--- config.mk ---
export PLATFORM = sky130hd
export DESIGN_NAME = ahb_decoder_mux
export DESIGN_NICKNAME = d
export VERILOG_FILES = /design/src/design/ahb_pkg.sv /design/src/design/ahb_decoder_mux.sv
export SDC_FILE = /design/constraint.sdc
export NUM_CORES = 1
export LEC_CHECK = 0
export BUFFER_PORTS_ARGS = -buffer_cell sky130_fd_sc_hd__buf_2
export CAP_MARGIN = 20
export CORE_AREA = 2 2 75 77
export CTS_CLUSTER_SIZE = 14
export DETAILED_ROUTE_END_ITERATION = 12
export DIE_AREA = 0 0 77 79
export MAX_ROUTING_LAYER = met4
export SYNTH_ARGS = -nofsm -noshare
export SYNTH_HDL_FRONTEND = slang
export SYNTH_SLANG_ARGS = --single-unit
--- constraint.sdc ---
create_clock -name HCLK -period 1.44 [get_ports HCLK]
set_input_delay 0.36 -clock HCLK [delete_from_list [all_inputs] [get_ports HCLK]]
set_output_delay 0.36 -clock HCLK [all_outputs]
set_load 0.1 [all_outputs]
--- src/design/ahb_pkg.sv ---
package ahb_pkg;

    // ==============================
    // bus structures
    // ==============================

    typedef struct packed {
        logic [31:0] haddr;
        logic [1:0]  htrans;
        logic [2:0]  hsize;
        logic [3:0]  hprot;                         // carried along, no slave checks it.
        logic        hwrite;
        logic        hready;                        // bus-wide ready from the response mux.
    } ahb_req_t;

    typedef struct packed {
        logic [31:0] hrdata;
        logic        hreadyout;
        logic        hresp;
    } ahb_rsp_t;

    localparam logic [1:0] htrans_idle   = 2'b00;
    localparam logic [1:0] htrans_busy   = 2'b01;
    localparam logic [1:0] htrans_nonseq = 2'b10;
    localparam logic [1:0] htrans_seq    = 2'b11;

    localparam logic hresp_okay  = 1'b0;
    localparam logic hresp_error = 1'b1;

    // ==============================
    // address map
    // ==============================

    localparam logic [31:0] ram_base = 32'h0000_0000;
    localparam logic [31:0] ram_mask = 32'hFFFF_0000;  // 64 KiB window.
    localparam logic [31:0] tmr_base = 32'h4000_0000;
    localparam logic [31:0] tmr_mask = 32'hFFFF_F000;  // 4 KiB window.

    localparam logic [3:0] tmr_ctrl   = 4'h0;          // bit 0 enable, bit 1 irq enable.
    localparam logic [3:0] tmr_load   = 4'h4;
    localparam logic [3:0] tmr_value  = 4'h8;
    localparam logic [3:0] tmr_status = 4'hC;          // bit 0 expired, write 1 to clear.

    // only nonseq and seq carry a real transfer.
    function automatic logic trans_valid(input logic [1:0] htrans);
        case (htrans)
            htrans_nonseq, htrans_seq: trans_valid = 1'b1;
            htrans_idle, htrans_busy:  trans_valid = 1'b0;
            default:                   trans_valid = 1'b0;
        endcase
    endfunction

endpackage

--- src/design/ahb_decoder_mux.sv ---
`timescale 1ns/1ps

module ahb_decoder_mux
    import ahb_pkg::*;
(
    input  logic     HCLK,
    input  logic     HRESETn,
    input  ahb_req_t bus_req,
    input  ahb_rsp_t ram_rsp,
    input  ahb_rsp_t tmr_rsp,
    output logic     hsel_ram,
    output logic     hsel_tmr,
    output ahb_req_t slv_req,
    output ahb_rsp_t bus_rsp
);

    typedef enum logic [1:0] {sel_none, sel_ram, sel_tmr, sel_def} sel_e;
    typedef enum logic {def_idle, def_wait} def_e;

    logic     hsel_def;
    logic     accept;
    sel_e     sel_q;
    def_e     def_q;
    ahb_rsp_t def_rsp;

    // ==============================
    // address phase decode
    // ==============================

    assign hsel_ram = (bus_req.haddr & ram_mask) == ram_base;
    assign hsel_tmr = (bus_req.haddr & tmr_mask) == tmr_base;
    assign hsel_def = !hsel_ram && !hsel_tmr;   // everything outside the map.
    assign accept   = trans_valid(bus_req.htrans) && bus_rsp.hreadyout;

    always_comb
    begin
        slv_req        = bus_req;
        slv_req.hready = bus_rsp.hreadyout;     // the manager's own hready is not used.
    end

    always_ff @(posedge HCLK or negedge HRESETn)
    begin
        if (!HRESETn)
        begin
            sel_q <= sel_none;
        end
        else if (bus_rsp.hreadyout)
        begin
            if (!accept)
            begin
                sel_q <= sel_none;
            end
            else if (hsel_ram)
            begin
                sel_q <= sel_ram;
            end
            else if (hsel_tmr)
            begin
                sel_q <= sel_tmr;
            end
            else
            begin
                sel_q <= sel_def;
            end
        end
    end

    // ==============================
    // default slave
    // ==============================

    always_ff @(posedge HCLK or negedge HRESETn)
    begin
        if (!HRESETn)
        begin
            def_q <= def_idle;
        end
        else
        begin
            case (def_q)
                def_idle: if (accept && hsel_def) def_q <= def_wait;
                def_wait: def_q <= def_idle;    // second cycle of the response.
                default:  def_q <= def_idle;
            endcase
        end
    end

    assign def_rsp.hrdata    = 32'd0;
    assign def_rsp.hreadyout = (def_q == def_idle);
    assign def_rsp.hresp     = hresp_error;

    always_comb
    begin
        case (sel_q)
            sel_ram: bus_rsp = ram_rsp;
            sel_tmr: bus_rsp = tmr_rsp;
            sel_def: bus_rsp = def_rsp;
            default: bus_rsp = '{hrdata: 32'd0, hreadyout: 1'b1, hresp: hresp_okay};
        endcase
    end

    // the stalled ERROR cycle is always followed by the completing one.
    error_two_cycles: assert property (@(posedge HCLK) disable iff (!HRESETn)
        (bus_rsp.hresp == hresp_error && !bus_rsp.hreadyout) |=>
            (bus_rsp.hresp == hresp_error && bus_rsp.hreadyout))
        else $error("error response not completed in its second cycle");

endmodule

=== After elaboration in Yosys (flattened, before gate mapping) ===
Index checks and enable logic that the tools add are counted.

* Logic and storage cells: 26
* Bits of input ports: 113
* Bits in registers: 3

* Muxes and demuxes: 7
* Bitwise operators: 1
* Reductions and logical operators: 9
* Equal/unequal tests: 7

{| class="wikitable"
|+ Operator list
! cell !! number
|-
| one-hot mux 34 bit (3 select lines) || 1
|-
| logical NOT 32 bit || 1
|-
| == test 20 x 19 -> 1 bit (second input constant) || 1
|-
| == test 2 bit (second input constant) || 4
|-
| == test 2 x 1 -> 1 bit (second input constant) || 2
|-
| two-way mux 2 bit || 2
|-
| one-hot mux 1 bit (2 select lines) || 2
|-
| OR reduction 2 bit || 2
|-
| logical AND 1 bit || 3
|-
| logical NOT 1 bit || 2
|-
| logical NOT 2 bit || 1
|-
| two-way mux 1 bit || 2
|-
| NOT 1 bit || 1
|}

=== Longest topological paths before layout ===
* Word-level depth: 7
* Mapped depth: 5
* Gate-level depth less buffers: 4

=== Worst setup path before layout ===
OpenSTA, ideal clock, no wires.

* Path type: input to register
* Start point: input port bus_req[29] (netlist name)
* End point: register sel_q[0]
* Stages on the path: 4
* Path buffers: 0
* Setup time: 0.207 ns
* Path slack: -1.052 ns
* Data arrival time: 2.285 ns
* Path through: nor4_1 nand4_1 nor2_1 o22ai_1

* Cells in the longest elaborated chain, start to end: 4

{| class="wikitable"
|+ RTL lines
! item !! line !! RTL
|-
| start, declared || ahb_decoder_mux.sv:8 || <nowiki>input ahb_req_t bus_req,</nowiki>
|-
| == test 20 x 19 -> 1 bit || ahb_decoder_mux.sv:31 || <nowiki>assign hsel_tmr = (bus_req.haddr & tmr_mask) == tmr_base;</nowiki>
|-
| named net hsel_tmr || ahb_decoder_mux.sv:12 || <nowiki>output logic hsel_tmr,</nowiki>
|-
| two-way mux 1 bit || ahb_decoder_mux.sv:57 || <nowiki>else if (hsel_tmr)</nowiki>
|-
| two-way mux 2 bit || ahb_decoder_mux.sv:53 || <nowiki>else if (hsel_ram)</nowiki>
|-
| two-way mux 2 bit || ahb_decoder_mux.sv:49 || <nowiki>if (!accept)</nowiki>
|-
| end signal, assigned || ahb_decoder_mux.sv:51 || <nowiki>sel_q <= sel_none;</nowiki>
|-
| end signal, assigned || ahb_decoder_mux.sv:55 || <nowiki>sel_q <= sel_ram;</nowiki>
|-
| end signal, assigned || ahb_decoder_mux.sv:59 || <nowiki>sel_q <= sel_tmr;</nowiki>
|-
| end, declared || ahb_decoder_mux.sv:22 || <nowiki>sel_e sel_q;</nowiki>
|}

The timed path passes the listed nets, and every way through them passes these cells.
A chain may end at the register's enable or synchronous reset.

==> results.md <==
- Outcome: finished with violations
- Failing checks: setup timing
- Starting Density: 16.7%
- Syn nets: between 200 and 250
- Grt met3 use: 4.43%
- CTS tree: yes
- Met1 usage: 15.5%
- CTS Buf Count: 3
- Post-synthesis register bit count: 3
- Post-synthesis instance total: about 110
- RSZ-0062 raised after global routing: yes
- CP peak stage delay: approximately 0.40 ns
- # H-tree levels: 1
- Synth Cell Area: ~900 um2
- CP Class: reg -> out
- Final core utilization: between 50% and 60%
- Vias in the first global route: 1,521
- Peak supply drop: 1.28 mV
- Fillers: 437
- Core Rows: 27
- Drt wl/cell: around 15 um
- DRC violations left: 0
- Die width: 77 um
- Final period utilization: 130%
- GP Congestion: about 0.71
- First-pass GRT wire length: about 7.4 mm
- Initial antenna violation count: 0
- Worst Hold Class: in -> reg
- Sequential cell area fraction in the yosys report: 8.40%
- Drt total wl: 4.95 mm
- Hold Violations, Final: 0
- Area grow syn2layout: 254%
- Mean Syn Cell Area: 8.05 um2
- Max Cap Viol: 0
- GRT met2 Usage: 31.0%
- Crit path from: sel_q[1]
- TNS Setup: -15.21 ns
- Power Total: 9.52 mW
- Pre-CTS setup slack: -0.739 ns
- CP Data Required Time: 1.08 ns
- Final Max Tran Viols: 0
- Slew HR: 78.6%
- Critical Path, Cell by Cell: buf_6 -> nor2b_4 -> buf_12 -> buf_16 -> a22o_4 -> buf_12
- Number of port buffers: ~150
- DIE AREA: 6080 um2
- Ant diodes: 0
- Die height: 79 um
- Worst-path clk slew: 0.03 ns
- Commonest cells after routing, fill and taps aside: buf_2, buf_12, a22o_4, buf_4, buf_6
- Most common cell after layout, fill and taps aside: buf_2
- Crit. End Element: output port
- Arr. time, crit path: 1.51 ns
- Total grt overflow: 0
- Critical path's slowest cell: dfrtp_2
- DR vias: 1,405
- Final ANT Viol Nets: 0
- Finished Layout Cells: between 300 and 400
- Largest net degree at the start of global routing: 16
- Area occupied by multi-input gates: 841 um2
- Final setup skew: 0.00137 ns
- 1st-pass router iterations: 4
- Fmax: 534 MHz
- Root buf cell: clkbuf_8
- Power Density: 3010 nW/um2
- Hpwl dp: 3.72 mm
- Crit path time final: around 1.9 ns
- Total core area: 5340 um2
- Post-synthesis cell type count: 20
- CP most frequent cell: buf_12
- Iter 0 DRT Violations: 25
- Top-level port count: 192
- Layout cells sized above 1: 94.4%
- Worst Reg-to-Reg Cells: 8
- FF-to-FF End: sel_q[1]
- Synth warn: 0
- Later-pin clock latency in the skew report: 0.22 ns
- Setup Viol. Count Final: 40
- Startpoint types: flop
- Placed cell count: about 300
- Clk buf depth: 2
- Drt via density: around 4.3
- Reg-to-Reg Start: sel_q[0]
- Gr usage total: 15.6%
- Nets: 366
- Crit-path max FO: 6
- Worst setup margin: -0.433 ns
- Gr busiest metal: met2
- Worst slew pin tran: about 0.32 ns
- R2R Setup Slk: -0.07 ns
- Register area: 76.3 um2
- Worst setup path end: bus_rsp[17]
- Sink Count: 3
- Leakage: 1.55 nW
==> sequential cells by signal, summed over array words and instances (netlist names) <==
name,flops
sel_q,2
def_q,1
==> how the worst min path moves through the flow <==
stage | slack [ns] | cells past startpoint | startpoint | to
floorplan | 0.06 | 0 | HRESETn | def_q
global placement | 0.16 | 1 | HRESETn | def_q
detailed placement | 0.16 | 1 | HRESETn | def_q
CTS | 0.45 | 3 | bus_req[10] | def_q
global route | 0.46 | 3 | bus_req[10] | def_q
finish | 0.45 | 3 | bus_req[10] | def_q
==> metal layers <==
layer	share of wire, %	wire length (um)
met1	33	1640
met2	55	2740
met3	11	548
met4	0.32	16
met5	0	0
==> cells by family after synthesis <==
logic type      share of synthesized area, %
compound gates                          37.3
buf+inv                                 43.0
flops                                   8.40
simple gates                            11.3
==> through the flow <==
stage | cell area [um2] | hold slack [ns]
after global placement | 2760 | 0.155
after global routing | 3160 | 0.456
final | 3160 | 0.448
after CTS | 3110 | 0.446
after detailed placement | 2760 | 0.160
after floorplan | 1260 | 0.0644
==> critical path: cells and delay by family (launching register included) <==
kind | cells | cell delay, ns
AO/OA/AOI/OAI | 1 | 0.23
AND/OR/NAND/NOR | 1 | 0.13
flip-flops | 1 | 0.40
buffers and inverters | 4 | 0.54
==> cell type report <==
type,count,share of cell area (%)
Multi-Input combinational cell,56,26.6
Inverter,2,0.238
Sequential cell,3,2.42
Clock buffer,4,1.43
Timing Repair Buffer,187,66.5
Tap cell,72,2.85
==> repair_timing <==
action / 4_1_cts / 5_1_grt
cloned: 4 / 0
hold endpoints to repair: 3 / 0
hold buffers: 1 / 0
resized for setup: 24 / 10
pin swaps: 10 / 7
buffers inserted: 10 / 1
setup endpoints to repair: 40 / 40
==> power by group <==
part,internal (mW),total (mW),switching [mW]
clock,0.189,0.245,0.0561
combinational,3.76,9.12,5.36
sequential,0.128,0.156,0.0279
==> cells in the mapped netlist <==
master,number,share of area [%]
nor3_2,1,1.1
nand2_2,1,0.70
nand3_1,1,0.56
o22ai_1,1,0.70
nand2_1,1,0.42
buf_6,1,1.3
nor2_1,4,1.7
a21oi_1,2,1.1
a22o_1,32,31
nand2b_1,2,1.4
nor2b_1,2,1.4
buf_2,4,2.2
o21ai_2,1,0.98
nand4_1,1,0.70
dfrtp_1,3,8.4
nor3_1,1,0.56
a32oi_4,1,3.1
nor4_1,4,2.8
inv_1,2,0.84
buf_4,46,39
Power figures use the tool's default switching activity.
