<file path="src/design/ahb_pkg.sv">
package ahb_pkg;

    // ==============================
    // bus structures
    // ==============================

    typedef struct packed {
        logic [31:0] haddr;
        logic [1:0]  htrans;
        logic [2:0]  hsize;
        logic [3:0]  hprot;                         // carried along, no slave checks it.
        logic        hwrite;
        logic        hready;                        // bus-wide ready from the response mux.
    } ahb_req_t;

    typedef struct packed {
        logic [31:0] hrdata;
        logic        hreadyout;
        logic        hresp;
    } ahb_rsp_t;

    localparam logic [1:0] htrans_idle   = 2'b00;
    localparam logic [1:0] htrans_busy   = 2'b01;
    localparam logic [1:0] htrans_nonseq = 2'b10;
    localparam logic [1:0] htrans_seq    = 2'b11;

    localparam logic hresp_okay  = 1'b0;
    localparam logic hresp_error = 1'b1;

    // ==============================
    // address map
    // ==============================

    localparam logic [31:0] ram_base = 32'h0000_0000;
    localparam logic [31:0] ram_mask = 32'hFFFF_0000;  // 64 KiB window.
    localparam logic [31:0] tmr_base = 32'h4000_0000;
    localparam logic [31:0] tmr_mask = 32'hFFFF_F000;  // 4 KiB window.

    localparam logic [3:0] tmr_ctrl   = 4'h0;          // bit 0 enable, bit 1 irq enable.
    localparam logic [3:0] tmr_load   = 4'h4;
    localparam logic [3:0] tmr_value  = 4'h8;
    localparam logic [3:0] tmr_status = 4'hC;          // bit 0 expired, write 1 to clear.

    // only nonseq and seq carry a real transfer.
    function automatic logic trans_valid(input logic [1:0] htrans);
        case (htrans)
            htrans_nonseq, htrans_seq: trans_valid = 1'b1;
            htrans_idle, htrans_busy:  trans_valid = 1'b0;
            default:                   trans_valid = 1'b0;
        endcase
    endfunction

endpackage

</file>
<file path="src/design/ahb_timer_slave.sv">
`timescale 1ns/1ps

module ahb_timer_slave
    import ahb_pkg::*;
(
    input  logic        HCLK,
    input  logic        HRESETn,
    input  logic        hsel,
    input  ahb_req_t    req,
    input  logic [31:0] hwdata,
    output ahb_rsp_t    rsp,
    output logic        irq
);

    logic        accept;
    logic        wr_pending;
    logic [3:0]  off_q;
    logic        wr_ctrl;
    logic        wr_load;
    logic        wr_status;
    logic [1:0]  ctrl_q;
    logic [31:0] load_q;
    logic [31:0] count_q;
    logic        expired_q;
    logic        irq_q;
    logic        at_zero;

    assign accept = hsel && req.hready && trans_valid(req.htrans);

    // ==============================
    // address phase capture
    // ==============================

    always_ff @(posedge HCLK or negedge HRESETn)
    begin
        if (!HRESETn)
        begin
            wr_pending <= 1'b0;
            off_q      <= '0;
        end
        else
        begin
            wr_pending <= accept && req.hwrite;
            if (accept)
            begin
                off_q <= req.haddr[3:0];            // byte offset inside the block.
            end
        end
    end

    assign wr_ctrl   = wr_pending && (off_q == tmr_ctrl);
    assign wr_load   = wr_pending && (off_q == tmr_load);
    assign wr_status = wr_pending && (off_q == tmr_status);
    assign at_zero   = ctrl_q[0] && (count_q == 32'd0);

    // ==============================
    // registers and counter
    // ==============================

    always_ff @(posedge HCLK or negedge HRESETn)
    begin
        if (!HRESETn)
        begin
            ctrl_q    <= '0;
            load_q    <= '0;
            count_q   <= '0;
            expired_q <= 1'b0;
            irq_q     <= 1'b0;
        end
        else
        begin
            if (wr_ctrl)
            begin
                ctrl_q <= hwdata[1:0];
            end
            if (wr_load)
            begin
                load_q <= hwdata;
            end

            if (wr_load)
            begin
                count_q <= hwdata;                  // a new load restarts the count.
            end
            else if (at_zero)
            begin
                count_q <= load_q;
            end
            else if (ctrl_q[0])
            begin
                count_q <= count_q - 32'd1;
            end

            // setting wins over a clear on the same edge.
            if (at_zero)
            begin
                expired_q <= 1'b1;
            end
            else if (wr_status && hwdata[0])
            begin
                expired_q <= 1'b0;
            end

            irq_q <= expired_q && ctrl_q[1];
        end
    end

    assign irq = irq_q;

    always_comb
    begin
        case (off_q)
            tmr_ctrl:   rsp.hrdata = {30'd0, ctrl_q};
            tmr_load:   rsp.hrdata = load_q;
            tmr_value:  rsp.hrdata = count_q;
            tmr_status: rsp.hrdata = {31'd0, expired_q};
            default:    rsp.hrdata = 32'd0;
        endcase
        rsp.hreadyout = 1'b1;
        rsp.hresp     = hresp_okay;
    end

    // an expiry always comes together with the reload of the count.
    expired_after_zero: assert property (@(posedge HCLK) disable iff (!HRESETn)
        $rose(expired_q) |-> ($past(count_q == 32'd0) && count_q == load_q))
        else $error("timer expired without the count reaching zero and reloading");

endmodule

</file>
<file path="config.mk">
export PLATFORM = sky130hd
export DESIGN_NAME = ahb_timer_slave
export DESIGN_NICKNAME = d
export VERILOG_FILES = /design/src/design/ahb_pkg.sv /design/src/design/ahb_timer_slave.sv
export SDC_FILE = /design/constraint.sdc
export NUM_CORES = 1
export LEC_CHECK = 0
export BUFFER_PORTS_ARGS = -buffer_cell sky130_fd_sc_hd__clkbuf_2
export CAP_MARGIN = 20
export CORE_UTILIZATION = 54
export CTS_CLUSTER_SIZE = 8
export DETAILED_ROUTE_END_ITERATION = 12
export PLACE_DENSITY_LB_ADDON = 0.1
export SYNTH_ARGS = -nofsm -noshare
export SYNTH_HDL_FRONTEND = slang
export SYNTH_SLANG_ARGS = --single-unit
</file>
<file path="constraint.sdc">
create_clock -name HCLK -period 2.9 [get_ports HCLK]
set_input_delay 0 -clock HCLK [delete_from_list [all_inputs] [get_ports HCLK]]
set_output_delay 0 -clock HCLK [all_outputs]
set_load 0.02 [all_outputs]
</file>
**Yosys cells after proc, flatten, opt, wreduce, memory -nomap -nowiden**

Index checks and enable logic that the tools add are counted.
Widths: inputs -> output; s select.

- Register bits after elaboration: 73
- Input bits: 78
- Output and inout port bits: 35
- Word-level logic and storage cells: 37

- Add/subtract/negate cells: 1
- Eq/ne operators: 6
- Mux-type cells: 7
- Reductions and logical operators: 16

Operators with widths:

| operator | count |
|---|---|
| $pmux 32 s4 | 1 |
| $mux 32 | 3 |
| $logic_not 32->1 | 1 |
| $sub 32x1->32 const B | 1 |
| $logic_and 1x1->1 | 9 |
| $eq 4x4->1 const B | 2 |
| $eq 2x2->1 const B | 2 |
| $eq 4x3->1 const B | 1 |
| $logic_not 4->1 | 1 |
| $reduce_or 2->1 | 2 |
| $reduce_bool 3->1 | 1 |
| $eq 2x1->1 const B | 1 |
| $logic_not 2->1 | 1 |
| $mux 1 | 2 |
| $pmux 1 s2 | 1 |
| $reduce_bool 2->1 | 1 |

**Longest topological paths before layout**

- Word-level depth: 5
- Mapped depth: 9
- Gate-level depth less buffers: 7

**Least setup slack after synthesis**

No wires, ideal clock.

- Path type: flip-flop to flip-flop
- From: reg count_q[0]
- To: reg count_q[29]
- Setup time: 0.126 ns
- Data arrival time: 1.945 ns
- Data required time: 2.774 ns
- Slack: 0.829 ns
- Cell stages (with the launch flop): 9
- Path buffers: 2
- Clock period less this slack: 2.071 ns
- Cells stage by stage: dfrtp_1 inv_1 ha_1 nor4b_4 and4_1 buf_4 nand4_4 buf_2 o311a_1

- Word-level cells in the longest chain between the ends: 4
- Elaborated cells between the ends (all ways): 7
- Classes of those cells: add/sub: 1; mux: 3; reduce/logical: 3

Ends and longest elaborated chain:

| what | RTL line | text |
|---|---|---|
| start: declaration | ahb_timer_slave.sv:23 | `logic [31:0] count_q;` |
| start signal: assignment | ahb_timer_slave.sv:83 | `count_q <= hwdata;` |
| start signal: assignment | ahb_timer_slave.sv:87 | `count_q <= load_q;` |
| start signal: assignment | ahb_timer_slave.sv:91 | `count_q <= count_q - 32'd1;` |
| $sub 32x1->32 or $logic_not 32->1 (tied branches) | ahb_timer_slave.sv:91, ahb_timer_slave.sv:54 |  |
| $mux 32 or $logic_and 1x1->1 (tied branches) | ahb_timer_slave.sv:89, ahb_timer_slave.sv:54 |  |
| $mux 32 | ahb_timer_slave.sv:85 | `else if (at_zero)` |
| $mux 32 | ahb_timer_slave.sv:81 | `if (wr_load)` |

Parallel ways exist; a longest one is shown, timed or not. The select of a mux whose other input is x is not followed.
A chain may end at the register's enable or synchronous reset.

**Final worst setup path**

- From: reg count_q[13]
- To: reg count_q[13]

Same word-level chain as after synthesis.

==> flow_summary.yaml <==
placement:
  gp_congestion: 0.8596
  dpl.cell_count: 678
  hpwl_mm: 8.491
  pre_cts_slack_ps: 530.8
  port_buffers: 74
global_route:
  grt_max_degree: 38
  antenna_found_initial: 0
  grt_overflow: 0
  grt_pass1_wl_mm: 21.05
  grtUsageTotal_pct: 32.05
  grt_pass1_vias: 4318
floorplanning:
  die_h_microns: 92.16
  io_pins: 113
  row_count: 32
  core_area_sq_um: 7807
  die-area_sq_um: 8493
  start_util_pct: 56.22
  die_w_microns: 92.16
power:
  total_power_mw: 4.115
  p_per_area_nw_per_um2: 750.3
  ir_drop_mv: 0.4142
  p_leak_nw: 2.387
layout:
  drive_gt1_share_pct: 21.62
  area_growth_pct: 24.94
  final-seq-area_sq_um: 1827
  final_util_pct: 70.24
  fillers: 640
  multi_input_area_sq_um: 2374
  final_cells: 731
  n_antenna_cell: 0
  fin_nets: 703
timing:
  drv_slew: 0
  fin_crit_ps: 2433
  finalSetupTns_ps: 0
  skew_ps: 11.19
  maxSlewHeadroom_pct: 34.87
  hold_viol: 0
  rsz0062_at_grt: "no"
  fin_crit_sh_pct: 83.88
  clock.fmax_mhz: 411.1
  worst_slack_ps: 467.4
  finalSetupViolCount: 0
  worstMarginPinSlew_ps: 973.4
cts:
  cts_tree: "done"
  cts_root_buffer: "clkbuf_8"
  cts_buffers: 9
  cts_hold_buffers: 37
  clk_pin_slew_ps: 80
  worstSkewPairLatency_ps: 360
  cts_setup_buffers: 0
  cts_resized: 0
  htreeDepth: 3
  cts.sinks: 73
  clock_path_buffers: 2
synthesis:
  ys_ff_latch: 73
  synth.avg_cell_area_sq_um: 8.473
  syn_nets: 597
  yosysWarnings: 0
  dominantRegCellSynth: "dfrtp_1"
  synth_edf_count: 0
  syn_inst: 518
  yosysSeqAreaShare_pct: 41.62
  ys_types: 68
  syn_area_sq_um: 4389
  ys_async_sr_fraction_pct: 100.0
critical_path:
  start_kind: "flip-flop"
  critPathTopFamily: "simple AND/OR/NAND/NOR gates"
  crit_start: "count_q[13]"
  critPathKind: "reg -> reg"
  r2r_cells: 7
  worst-path-buf-inv: 2
  r2r-start: "count_q[13]"
  arrival_ps: 2670
  crit_fanout: 10
  cp_common_cell: "buf_4"
  cp.required_ps: 3140
  cp.depth: 7
  critPathSlowestCell: "nor4_1"
  slowest_delay_ps: 540
  crit_path_end_kind: "flip-flop"
  crit_chain: "buf_4, nor4_1, and3_1, nand4_4, buf_4, o311a_1, o221a_1"
job:
  drv_cap: 0
drt:
  drc: 0
  viasPerCell: 6.067
  wirelength_mm: 13.05
  ant_nets: 0
  wire_per_inst_microns: 17.85
  drtIter0Drc: 332
  first_pass_iters: 6
  vias: 4435
worst_hold_path:
  hold_depth: 3
  hp-class: "in -> reg"
  min_from: "req[0]"
outcome:
  status: "finished clean"
==> final timing paths <==
check                              end  slack (ps)
min in group asynchronous   load_q[15]         290
setup reg to reg           count_q[13]         470
hold / removal              wr_pending           3
hold reg to reg             load_q[26]         500
max in group asynchronous   load_q[27]        1920
setup / recovery           count_q[13]         470
==> report_power, final <==
| part | switching [mW] | total, mW | internal [mW] | leakage, nW |
|---|---|---|---|---|
| combinational | 0.810 | 1.44 | 0.634 | 1.49 |
| clock | 0.399 | 0.865 | 0.467 | 0.105 |
| sequential | 0.455 | 1.81 | 1.35 | 0.795 |
| total | 1.66 | 4.11 | 2.45 | 2.39 |
==> cell families after synthesis <==
kind of cell,synth area share [%]
other,0.1711
muxes,3.421
DFF,41.62
xor gates and xnor gates,3.592
adders and majority gates,0.2850
buffers and inverters,4.589
AOI/OAI and AO/OA,19.27
and+or+nand+nor,27.05
==> stage by stage <==
stage	hold slack, ps	instance area, sq um
6_report	2.512	5484
4_1_cts	1.031	5484
3_3_place_gp	150.8	4898
5_1_grt	29.71	5484
2_1_floorplan	-295.6	4389
3_5_place_dp	156.4	4898
==> synth_stat cells, drive strengths merged, types with 3 or more instances <==
master / number / area (sq um)
nand2: 99 / 371.6
dfrtp: 73 / 1827
nor2: 66 / 250.2
a22oi: 34 / 255.2
clkbuf: 22 / 82.58
nand3: 22 / 110.1
o21ai: 19 / 98.85
a21oi: 17 / 85.08
buf: 16 / 96.34
xnor2: 15 / 131.4
nor3: 14 / 81.33
nor4: 10 / 75.07
o31ai: 10 / 75.07
nand4: 7 / 58.81
inv: 6 / 22.52
mux2: 6 / 67.56
mux2i: 6 / 60.06
o211ai: 6 / 45.04
o21a: 5 / 37.54
a31oi: 4 / 25.02
and3: 4 / 25.02
o31a: 4 / 35.03
or3: 4 / 25.02
nand3b: 3 / 22.52
nor2b: 3 / 18.77
or4: 3 / 30.03
xor2: 3 / 26.28
==> layout by cell type, fill, tap and decap left out, types with 3 or more instances in the layout <==
master	n
o21ai_0	18
a31oi_1	4
nand3b_1	3
nand2_1	99
a21oi_1	17
mux2_2	6
nand3_1	22
a22oi_1	34
o211ai_1	6
inv_1	6
nor4_1	8
xor2_1	3
or3_1	4
nor3_1	13
and3_1	4
clkbuf_8	12
nor2_1	64
o21a_1	5
buf_4	21
clkbuf_2	73
nand4_1	6
o31ai_1	10
o31a_1	4
dlygate4sd3_1	37
mux2i_1	6
dfrtp_1	73
xnor2_1	15
==> state kept, by name, summed over array words and instances (netlist names) <==
signal	flops
off_q	4
load_q	32
expired_q	1
irq	1
wr_pending	1
count_q	32
ctrl_q	2
==> layer usage <==
| metal | part of all wire (%) | GRT usage [%] |
|---|---|---|
| met1 | 43 | 44.09 |
| met2 | 47 | 51.18 |
| met3 | 8.4 | 5.473 |
| met4 | 1.8 | 11.07 |
| met5 | 0 | 0 |
==> worst register-to-register path, stage by stage, from the launching register on <==
cell and delay, ps:
dfrtp_1 390, buf_4 180, nor4_1 540, and3_1 390, nand4_4 210, buf_4 260
o311a_1 140, o221a_1 220
==> layout make-up <==
type	instances	area share [%]
tap	102	2.327
multi-input combinational	401	43.28
timing repair buffer	133	16.75
clock inverter	4	0.9126
sequential	73	33.31
clock buffer	12	3.012
inverter	6	0.4107
Power figures use the tool's default switching activity.
